## src/y86_isa_pkg.sv

```systemverilog
package y86_isa_pkg;

	typedef enum logic [3:0] {
		HALT   = 4'h0,
		NOP    = 4'h1,
		RRMOVQ = 4'h2, // Also the conditional moves
		IRMOVQ = 4'h3,
		RMMOVQ = 4'h4,
		MRMOVQ = 4'h5,
		OPQ    = 4'h6,
		JXX    = 4'h7,
		CALL   = 4'h8,
		RET    = 4'h9,
		PUSHQ  = 4'hA,
		POPQ   = 4'hB
	} icode_e;

	typedef enum logic [3:0] {
		RAX   = 4'h0,
		RCX   = 4'h1,
		RDX   = 4'h2,
		RBX   = 4'h3,
		RSP   = 4'h4, // Stack pointer
		RBP   = 4'h5,
		RSI   = 4'h6,
		RDI   = 4'h7,
		R8    = 4'h8,
		R9    = 4'h9,
		R10   = 4'hA,
		R11   = 4'hB,
		R12   = 4'hC,
		R13   = 4'hD,
		R14   = 4'hE,
		RNONE = 4'hF  // No register
	} reg_id_e;

	typedef enum logic [2:0] {
		SBUB = 3'h0, // Bubble
		SAOK = 3'h1,
		SHLT = 3'h2,
		SADR = 3'h3, // Bad address
		SINS = 3'h4  // Illegal instruction
	} stat_e;

endpackage

```

## src/y86_pipe_pkg.sv

```systemverilog
package y86_pipe_pkg;

	import y86_isa_pkg::*;

	// Fetch to decode, 148 bits
	typedef struct packed {
		logic        valid;
		stat_e       stat;
		icode_e      icode;
		logic [3:0]  ifun;
		reg_id_e     rA;
		reg_id_e     rB;
		logic [63:0] valC;
		logic [63:0] valP;
	} d_reg_t;

	// Decode to execute, 220 bits
	typedef struct packed {
		logic        valid;
		stat_e       stat;
		icode_e      icode;
		logic [3:0]  ifun;
		logic [63:0] valC;
		logic [63:0] valA;
		logic [63:0] valB;
		reg_id_e     dstE;
		reg_id_e     dstM;
		reg_id_e     srcA;
		reg_id_e     srcB;
	} e_reg_t;

	// Results of the newer stages; W fields also drive the register file writes
	typedef struct packed {
		reg_id_e     e_dstE;
		logic [63:0] e_valE;
		reg_id_e     M_dstE;
		logic [63:0] M_valE;
		reg_id_e     M_dstM;
		logic [63:0] m_valM;
		reg_id_e     W_dstE;
		logic [63:0] W_valE;
		reg_id_e     W_dstM;
		logic [63:0] W_valM;
	} fwd_bus_t;

endpackage

```

## src/y86_regfile.sv

```systemverilog
`timescale 1ns/10ps

module y86_regfile (
	input  logic                  clk,
	input  logic                  arst_n,
	input  y86_isa_pkg::reg_id_e  srcA,
	input  y86_isa_pkg::reg_id_e  srcB,
	input  y86_pipe_pkg::fwd_bus_t wr,
	output logic [63:0]           rvalA,
	output logic [63:0]           rvalB
);

	import y86_isa_pkg::*;

	localparam int NREGS = 15;

	logic [63:0] regs [0:NREGS-1];

	// Port M is written last so it wins a same-register conflict
	always_ff @(posedge clk or negedge arst_n) begin
		if (!arst_n) begin
			for (int i = 0; i < NREGS; i++) begin
				regs[i] <= '0;
			end
		end else begin
			if (wr.W_dstE != RNONE) begin
				regs[wr.W_dstE] <= wr.W_valE;
			end
			if (wr.W_dstM != RNONE) begin
				regs[wr.W_dstM] <= wr.W_valM;
			end
		end
	end

	always_comb begin
		if (srcA == RNONE) begin
			rvalA = '0;
		end else begin
			rvalA = regs[srcA];
		end
	end

	always_comb begin
		if (srcB == RNONE) begin
			rvalB = '0;
		end else begin
			rvalB = regs[srcB];
		end
	end

endmodule

```

## src/y86_decode_ctrl.sv

```systemverilog
`timescale 1ns/10ps

module y86_decode_ctrl (
	input  y86_isa_pkg::icode_e  icode,
	input  y86_isa_pkg::reg_id_e rA,
	input  y86_isa_pkg::reg_id_e rB,
	output y86_isa_pkg::reg_id_e srcA,
	output y86_isa_pkg::reg_id_e srcB,
	output y86_isa_pkg::reg_id_e dstE,
	output y86_isa_pkg::reg_id_e dstM
);

	import y86_isa_pkg::*;

	always_comb begin
		case (icode)
			RRMOVQ, RMMOVQ, OPQ, PUSHQ: srcA = rA;
			POPQ, RET:                  srcA = RSP; // Old stack top
			default:                    srcA = RNONE;
		endcase
	end

	always_comb begin
		case (icode)
			OPQ, RMMOVQ, MRMOVQ:    srcB = rB; // Also the address base
			PUSHQ, POPQ, CALL, RET: srcB = RSP;
			default:                srcB = RNONE;
		endcase
	end

	always_comb begin
		case (icode)
			RRMOVQ, IRMOVQ, OPQ:    dstE = rB;
			PUSHQ, POPQ, CALL, RET: dstE = RSP; // Updated stack pointer
			default:                dstE = RNONE;
		endcase
	end

	always_comb begin
		case (icode)
			MRMOVQ, POPQ: dstM = rA; // Loaded value
			default:      dstM = RNONE;
		endcase
	end

endmodule

```

## src/y86_forward.sv

```systemverilog
`timescale 1ns/10ps

module y86_forward (
	input  y86_isa_pkg::icode_e    icode,
	input  logic [63:0]            valP,
	input  y86_isa_pkg::reg_id_e   srcA,
	input  y86_isa_pkg::reg_id_e   srcB,
	input  logic [63:0]            rvalA,
	input  logic [63:0]            rvalB,
	input  y86_pipe_pkg::fwd_bus_t fwd,
	output logic [63:0]            valA,
	output logic [63:0]            valB
);

	import y86_isa_pkg::*;
	import y86_pipe_pkg::*;

	// Newest stage first, register file last
	function automatic logic [63:0] pick(
		input reg_id_e     src,
		input logic [63:0] rval,
		input fwd_bus_t    f
	);
		logic [63:0] v;
		if (src == RNONE) begin
			v = rval;
		end else if (src == f.e_dstE) begin
			v = f.e_valE;
		end else if (src == f.M_dstM) begin
			v = f.m_valM;
		end else if (src == f.M_dstE) begin
			v = f.M_valE;
		end else if (src == f.W_dstM) begin
			v = f.W_valM;
		end else if (src == f.W_dstE) begin
			v = f.W_valE;
		end else begin
			v = rval;
		end
		return v;
	endfunction

	always_comb begin
		if (icode == CALL || icode == JXX) begin
			valA = valP; // Return address or fall-through
		end else begin
			valA = pick(srcA, rvalA, fwd);
		end
		valB = pick(srcB, rvalB, fwd);
	end

	// An unused A port carries zero from the register file
	always_comb begin
		if (srcA == RNONE && icode != CALL && icode != JXX) begin
			a_rnone_zero: assert (valA == 64'd0)
				else $error("valA not zero for RNONE source");
		end
	end

endmodule

```

## src/y86_decode_stage.sv

```systemverilog
`timescale 1ns/10ps

module y86_decode_stage #(
	parameter int CREDITS = 2
) (
	input  logic                  clk,
	input  logic                  arst_n,
	input  y86_pipe_pkg::d_reg_t  d_in,
	input  y86_isa_pkg::reg_id_e  srcA,
	input  y86_isa_pkg::reg_id_e  srcB,
	input  y86_isa_pkg::reg_id_e  dstE,
	input  y86_isa_pkg::reg_id_e  dstM,
	input  logic [63:0]           valA,
	input  logic [63:0]           valB,
	input  logic                  credit_return,
	output y86_pipe_pkg::e_reg_t  e_out,
	output logic                  stall
);

	localparam int CW = $clog2(CREDITS + 1);

	logic [CW-1:0] credits;
	logic          accept;

	assign stall  = (credits == '0);
	assign accept = d_in.valid && !stall;

	// One credit per issue, one back per return pulse
	always_ff @(posedge clk or negedge arst_n) begin
		if (!arst_n) begin
			credits <= CW'(CREDITS);
		end else begin
			case ({accept, credit_return})
				2'b10:   credits <= credits - 1'b1;
				2'b01:   credits <= credits + 1'b1;
				default: credits <= credits; // Both or neither
			endcase
		end
	end

	always_ff @(posedge clk or negedge arst_n) begin
		if (!arst_n) begin
			e_out <= '0;
		end else if (accept) begin
			e_out.valid <= 1'b1;
			e_out.stat  <= d_in.stat; // Status passes straight through
			e_out.icode <= d_in.icode;
			e_out.ifun  <= d_in.ifun;
			e_out.valC  <= d_in.valC;
			e_out.valA  <= valA;
			e_out.valB  <= valB;
			e_out.dstE  <= dstE;
			e_out.dstM  <= dstM;
			e_out.srcA  <= srcA;
			e_out.srcB  <= srcB;
		end else begin
			e_out.valid <= 1'b0; // Payload holds its last value
		end
	end

	// Counter stays within the pool handed out at reset
	a_credit_max: assert property (
		@(posedge clk) disable iff (!arst_n)
		credits <= CW'(CREDITS)
	) else $error("credit count above %0d", CREDITS);

	// Execute never returns a credit it was not given
	a_no_extra_return: assert property (
		@(posedge clk) disable iff (!arst_n)
		credit_return |-> (credits != CW'(CREDITS))
	) else $error("credit_return with all credits at decode");

endmodule

```

## src/y86_decode_top.sv

```systemverilog
`timescale 1ns/10ps

module y86_decode_top #(
	parameter int CREDITS = 2
) (
	input  logic                   clk,
	input  logic                   arst_n,
	input  y86_pipe_pkg::d_reg_t   d_in,
	input  y86_pipe_pkg::fwd_bus_t fwd,
	input  logic                   credit_return,
	output y86_pipe_pkg::e_reg_t   e_out,
	output logic                   stall
);

	import y86_isa_pkg::*;

	reg_id_e     srcA;
	reg_id_e     srcB;
	reg_id_e     dstE;
	reg_id_e     dstM;
	logic [63:0] rvalA;
	logic [63:0] rvalB;
	logic [63:0] valA;
	logic [63:0] valB;

	y86_decode_ctrl u_ctrl (
		.icode (d_in.icode),
		.rA    (d_in.rA),
		.rB    (d_in.rB),
		.srcA  (srcA),
		.srcB  (srcB),
		.dstE  (dstE),
		.dstM  (dstM)
	);

	y86_regfile u_regfile (
		.clk    (clk),
		.arst_n (arst_n),
		.srcA   (srcA),
		.srcB   (srcB),
		.wr     (fwd), // Write-back fields
		.rvalA  (rvalA),
		.rvalB  (rvalB)
	);

	y86_forward u_forward (
		.icode (d_in.icode),
		.valP  (d_in.valP),
		.srcA  (srcA),
		.srcB  (srcB),
		.rvalA (rvalA),
		.rvalB (rvalB),
		.fwd   (fwd),
		.valA  (valA),
		.valB  (valB)
	);

	y86_decode_stage #(
		.CREDITS (CREDITS)
	) u_stage (
		.clk           (clk),
		.arst_n        (arst_n),
		.d_in          (d_in),
		.srcA          (srcA),
		.srcB          (srcB),
		.dstE          (dstE),
		.dstM          (dstM),
		.valA          (valA),
		.valB          (valB),
		.credit_return (credit_return),
		.e_out         (e_out),
		.stall         (stall)
	);

endmodule

```

## config.mk

```make
export PLATFORM = sky130hd
export DESIGN_NAME = y86_decode_top
export DESIGN_NICKNAME = d
export VERILOG_FILES = /design/src/y86_isa_pkg.sv /design/src/y86_pipe_pkg.sv /design/src/y86_regfile.sv /design/src/y86_decode_ctrl.sv /design/src/y86_forward.sv /design/src/y86_decode_stage.sv /design/src/y86_decode_top.sv
export SDC_FILE = /design/constraint.sdc
export NUM_CORES = 2
export LEC_CHECK = 0
export BUFFER_PORTS_ARGS = -buffer_cell sky130_fd_sc_hd__buf_2
export CORE_MARGIN = 2
export CORE_UTILIZATION = 42
export DETAILED_ROUTE_END_ITERATION = 12
export PLACE_DENSITY_LB_ADDON = 0.12
export REMOVE_ABC_BUFFERS = 1
export SYNTH_ARGS = -nofsm -noshare
export SYNTH_HDL_FRONTEND = slang
export SYNTH_SLANG_ARGS = --single-unit
```

## constraint.sdc

```tcl
create_clock -name clk -period 2.9 [get_ports clk]
set_clock_uncertainty 0.05 [all_clocks]
set_input_delay 0.58 -clock clk [delete_from_list [all_inputs] [get_ports clk]]
set_output_delay 0.58 -clock clk [all_outputs]
set_load 0.05 [all_outputs]
```

After elaboration in Yosys (flattened, before gate mapping). Cells that the tools add are included.

Flip-flop bits (word level): 1182. Input port bits: 491. Output and inout bits: 221. Word-level logic and storage cells: 113.

Add/sub/neg operators: 2. Order comparisons: 6. Equality and inequality tests: 26. Muxes and demuxes: 35. Bitwise logic cells: 4. Reduce and logical (&&, ||, !) cells: 13.

Operators with widths (count): 960-bit bitwise mux (2); 960-bit 2-to-1 mux (2); 64-bit 2-to-1 mux (21); 64-bit binary-select mux with 4-bit select (2); 64-bit demux with 4-bit select (2); 4-bit == test (10); 4-bit == test, second input constant (6); 4-bit one-hot mux with 2 select lines (3); 5-bit >= comparator, second input constant (4); 4-bit NOT with 5-bit output (4); 4-bit by 3-bit == test with 1-bit output, second input constant (4); 5-bit by 1-bit less-than comparator with 1-bit output, second input constant (2); 4-bit by 2-bit == test with 1-bit output, second input constant (2); 4-bit inequality test, second input constant (2); 4-bit OR reduction (2); 3-bit OR reduction (2); 4-bit 2-to-1 mux (1); 2-bit one-hot mux with 2 select lines (1); 2-bit OR reduction (2); 1-bit logical AND (3); 2-bit by 1-bit adder with 2-bit output, second input constant (1); 2-bit by 1-bit == test with 1-bit output, second input constant (1); 2-bit == test, second input constant (1); 2-bit logical NOT (1); 5 further kinds (5).

Logic depth before layout (Yosys ltp).
Word-level depth: 15. Gate-level depth with buffers: 14. Mapped depth without buffers: 7.

By module. From an unflattened synthesis, not the netlist that was laid out.

Cells, all modules: 7961. Area, all modules: 78853.1 um2.

Modules (own cells, without submodules): y86_regfile (instances 1, cells an instance 6276, area an instance 61950.7 um2, sequential area each 24023.0 um2); y86_decode_stage (instances 1, cells an instance 473, area an instance 9245.1 um2, sequential area each 5556.6 um2); y86_forward (instances 1, cells an instance 1170, area an instance 7410.9 um2, sequential area each 0.0 um2); y86_decode_ctrl (instances 1, cells an instance 42, area an instance 246.5 um2, sequential area each 0.0 um2).

Worst setup path before layout. No wires, ideal clock.

Path type: input-to-reg. Start: input port d_in[140] in the netlist's numbering. End: register u_stage.e_out[108] (netlist name). Setup time: 141 ps. Data arrival time: 2680 ps. Required time: 2709 ps. Setup slack: 29 ps. Stages on the path: 11. Path buffers: 5. Cell sequence: buf_2 > buf_4 > or2_2 > o311ai_0 > a22oi_1 > and2_1 > buf_4 > buf_4 > buf_2 > a221oi_1 > a31oi_1.

Cells in the longest elaborated chain, start to end: 15. Elaborated cells between the ends (all ways): 30. Those cells by class: eq/ne: 14; mux: 12; bitwise: 1; reduce/logical: 3.

Ends and longest elaborated chain: from (decl) (RTL line y86_decode_top.sv:8) `input y86_pipe_pkg::d_reg_t d_in,`; 4-bit by 3-bit == test with 1-bit output, or another cell as far along (RTL line y86_decode_ctrl.sv:16) `case (icode)`; 4-bit OR reduction / 2-bit OR reduction (equally long branches) (RTL line y86_decode_ctrl.sv:16); 4-bit one-hot mux with 2 select lines (RTL line y86_decode_ctrl.sv:16); 4-bit NOT with 5-bit output (not written as such) (RTL line y86_regfile.sv:39) `rvalA = regs[srcA];`; 64-bit binary-select mux with 4-bit select (RTL line y86_regfile.sv:39); 64-bit 2-to-1 mux (not written as such) (2 in a row) (RTL line y86_regfile.sv:39); 64-bit 2-to-1 mux (RTL line y86_regfile.sv:36) `if (srcA == RNONE) begin`; 64-bit 2-to-1 mux (RTL line y86_forward.sv:35) `end else if (src == f.W_dstE) begin`; 64-bit 2-to-1 mux (RTL line y86_forward.sv:33) `end else if (src == f.W_dstM) begin`; 64-bit 2-to-1 mux (RTL line y86_forward.sv:31) `end else if (src == f.M_dstE) begin`; 64-bit 2-to-1 mux (RTL line y86_forward.sv:29) `end else if (src == f.M_dstM) begin`; 64-bit 2-to-1 mux (RTL line y86_forward.sv:27) `end else if (src == f.e_dstE) begin`; 64-bit 2-to-1 mux (RTL line y86_forward.sv:25) `if (src == RNONE) begin`; 64-bit 2-to-1 mux (*) (RTL line y86_forward.sv:44) `if (icode == CALL || icode == JXX) begin`.

Every way passes the cells marked *; elsewhere a longest branch is shown, timed or not. The select of a mux whose other input is x is not followed. A chain may end at the register's enable or synchronous reset.

Worst setup path after layout.
Start: input port d_in[141] in the netlist's numbering. End: register u_stage.e_out[133] (netlist name).

Cells in the longest elaborated chain, start to end: 15. Elaborated cells between the ends (all ways): 30. Those cells by class: eq/ne: 14; mux: 12; bitwise: 1; reduce/logical: 3.

Ends and longest elaborated chain (RTL line): 4-bit by 3-bit == test with 1-bit output, or another cell as far along (y86_decode_ctrl.sv:16); 4-bit OR reduction / 2-bit OR reduction (equally long branches) (y86_decode_ctrl.sv:16); 4-bit one-hot mux with 2 select lines (y86_decode_ctrl.sv:16); 4-bit NOT with 5-bit output (not written as such) (y86_regfile.sv:39); 64-bit binary-select mux with 4-bit select (y86_regfile.sv:39); 64-bit 2-to-1 mux (not written as such) (2 in a row) (y86_regfile.sv:39); 64-bit 2-to-1 mux (y86_regfile.sv:36); 64-bit 2-to-1 mux (y86_forward.sv:35); 64-bit 2-to-1 mux (y86_forward.sv:33); 64-bit 2-to-1 mux (y86_forward.sv:31); 64-bit 2-to-1 mux (y86_forward.sv:29); 64-bit 2-to-1 mux (y86_forward.sv:27); 64-bit 2-to-1 mux (y86_forward.sv:25); 64-bit 2-to-1 mux (*) (y86_forward.sv:44).

Marks and branches as above.

==> impl_metrics.json <==
{
  "netlist_instances": 8818,
  "final_core_util": 0.525,
  "worstSetupEndpointType": "flip-flop",
  "antenna_found_initial": 34,
  "setup_ws_ns": 0.0722,
  "vdd_drop_max_v": 0.000454,
  "num_io_pins": 712,
  "powerDensity_nw_per_um2": 695,
  "remaining_drc_errors": 0,
  "dp_hpwl_mm": 263,
  "cp.arrival_ns": 3.53,
  "maxCapViolCount": 0,
  "std_cell_rows": 155,
  "leakagePower_nw": 40.4,
  "setup_viol": 0,
  "vias_per_cell": 6.79,
  "fin_crit_sh": 0.975,
  "ys_ff_latch": 1182,
  "relSlewSlack": 0.386,
  "wl_per_cell_microns": 33.4,
  "synth_top_cell_area_share": 0.390,
  "synth-async-reset-ratio": 1.00,
  "ys_top_cells_by_area": "dfrtp_1, mux2i_1, nand2_1",
  "synth_area_sq_um": 75800,
  "reg2reg_slack_ns": 0.46,
  "initial_utilization": 0.424,
  "worst_hold_path_type": "input pin to flip-flop",
  "portBuffers": 711,
  "cp_slowest_stage_delay_ns": 0.56,
  "die_w_microns": 429,
  "yosys.area.top_type": "dfrtp_1",
  "design.die.area_sq_um": 184000,
  "grt_usage": 0.420,
  "grt_pass1_wl_mm": 568,
  "drt_iter0_drc": 12600,
  "critPathLaunch": "d_in[141]",
  "clk_latency_ns": 0.85,
  "ys_seq_area_frac": 0.390,
  "outcome": "completed",
  "synth_warnings": 0,
  "gr-total-overflow": 0,
  "cts_buffers": 141,
  "post_cts_buffers": 0,
  "maxSlewViolCount": 0,
  "finalCriticalPeriod_ns": 2.83,
  "worst_pin_slew_ns": 0.912,
  "synth_commonest_cells": "nand2_1, dfrtp_1, o21ai_0",
  "crit_chain": "buf_2, buf_4, nand2b_1, a2111oi_4, buf_4, and2_0, buf_4, buf_12, a221oi_1, a311oi_1, buf_4, a211oi_1, a211oi_1",
  "fin_nets": 10000,
  "synth_ff_type": "dfrtp_1",
  "die_y_microns": 429,
  "vias": 81400,
  "drive_gt1_frac": 0.215,
  "cts_buffer_depth": 3,
  "fill_cells": 16500,
  "cp.required_ns": 3.60,
  "coreArea_sq_um": 179000,
  "critical_path.most_common_cell": "buf_4",
  "rsz0062_at_grt": "no",
  "min_to": "u_stage.e_out[105]",
  "yosysUniqueCellTypes": 99,
  "postCtsHoldBufs": 76,
  "r2r-end": "u_stage.e_out[115]",
  "worstHoldStart": "fwd[161]",
  "r2r.worst_path.cells": 9,
  "path_class": "input pin to flip-flop",
  "fmax_ghz": 0.354,
  "preCtsSetupSlack_ns": -0.638,
  "cts_sinks": 1182,
  "first_global_vias": 78500,
  "clk_pin_slew_worst_paths_ns": 0.06,
  "rr_startpoint": "u_stage.credits[1]",
  "globalplace.congestion": 0.998,
  "postCtsResizedCells": 0,
  "ant_nets": 0,
  "area_delta_synth_final_pct": 23.8,
  "hold_violations": 0,
  "synth_edf_count": 0,
  "root_buffer": "clkbuf_16",
  "cts_tree": "done",
  "firstDrtPassIters": 10,
  "avgSynthCellArea_sq_um": 8.59,
  "crit_slowest_cell": "a311oi_1",
  "hold_depth": 3,
  "synth.most_common_cell": "nand2_1",
  "cp_max_fo": 9,
  "grt_max_degree": 89,
  "cts_htree_levels": 4,
  "start_kind": "input pin",
  "postRouteWirelength_mm": 400
}
worst max-delay path, delay by kind of cell:
family          cells  cell delay [ns]
simple gates        2             0.35
buf+inv             6             1.26
compound gates      5             1.30
flip-flops by register name (all words and copies together) (netlist names):
signal / flops
u_regfile.regs: 960
u_stage.e_out: 220
u_stage.credits: 2
cell usage in the layout (no fill, tap or decap), types with 62 or more instances in the layout:
cell type	Yosys	routed
nand2_1	1329	1319
dfrtp_1	1181	1181
o21ai_0	952	952
a21oi_1	816	816
mux2i_1	760	760
buf_2	140	710
nor2_1	642	620
buf_4	24	518
buf_12	0	285
a211oi_1	220	220
clkbuf_16	0	146
a221oi_1	136	136
mux4_2	124	124
o221ai_1	122	122
a22oi_1	111	110
and3_1	107	104
o22ai_1	92	92
a32oi_1	91	91
inv_1	87	86
nand3_1	90	83
dlygate4sd3_1	0	76
or3_1	64	64
a222oi_1	64	64
a32o_1	62	62
cell type report:
cell class	instances	area (sq um)	share of cell area
timing repair buffer	1589	13900	0.148
clock inverter	34	467	0.00498
multi-input combinational	6510	42300	0.451
sequential	1182	29600	0.315
tap	2355	2950	0.0314
antenna	28	70.1	0.000747
clock buffer	202	4190	0.0447
inverter	88	338	0.00360
worst max path at each step:
stage | cells after the start | to
after floorplan | 6 | u_stage.e_out[108]
after global placement | 13 | u_stage.e_out[133]
after detailed placement | 12 | u_stage.e_out[133]
after CTS | 12 | u_stage.e_out[133]
after global routing | 13 | u_stage.e_out[133]
final | 13 | u_stage.e_out[133]
per-layer routing:
| layer | up-vias | global-route usage | part of all wire |
|---|---|---|---|
| met5 | - | 0.00130 | 0.00021 |
| met4 | 12 | 0.305 | 0.081 |
| met3 | 1462 | 0.111 | 0.12 |
| met2 | 6445 | 0.624 | 0.43 |
| met1 | 39500 | 0.527 | 0.37 |
| li1 | 34000 | - | - |
logic make-up after synthesis:
kind of cell	synth area share
buffers and inverters	0.0598
adder cells (fa/ha/maj)	0.000165
multiplexers	0.146
AND/OR/NAND/NOR	0.141
flip-flops	0.390
XOR/XNOR	0.00104
AO/OA/AOI/OAI	0.261
per-stage QoR:
stage	cell area, sq um	setup TNS [ns]	hold slack, ns	power [mW]	std cells
after CTS	93700	0	0.00132	64.6	12000
after global placement	88300	-56.78	0.401	45.6	11600
after global routing	93800	0	0.0390	67.5	12000
final	93800	0	0.0320	65.2	12000
after floorplan	71600	-4948.41	0.234	36.9	7780
after detailed placement	88300	-60.64	0.407	46.1	11600
report_power, final:
group / leakage, nW / switching (mW) / internal (mW)
combinational: 23.9 / 14.5 / 8.00
sequential: 14.3 / 3.52 / 20.6
clock: 2.28 / 7.76 / 10.8
Power figures use the tool's default switching activity.
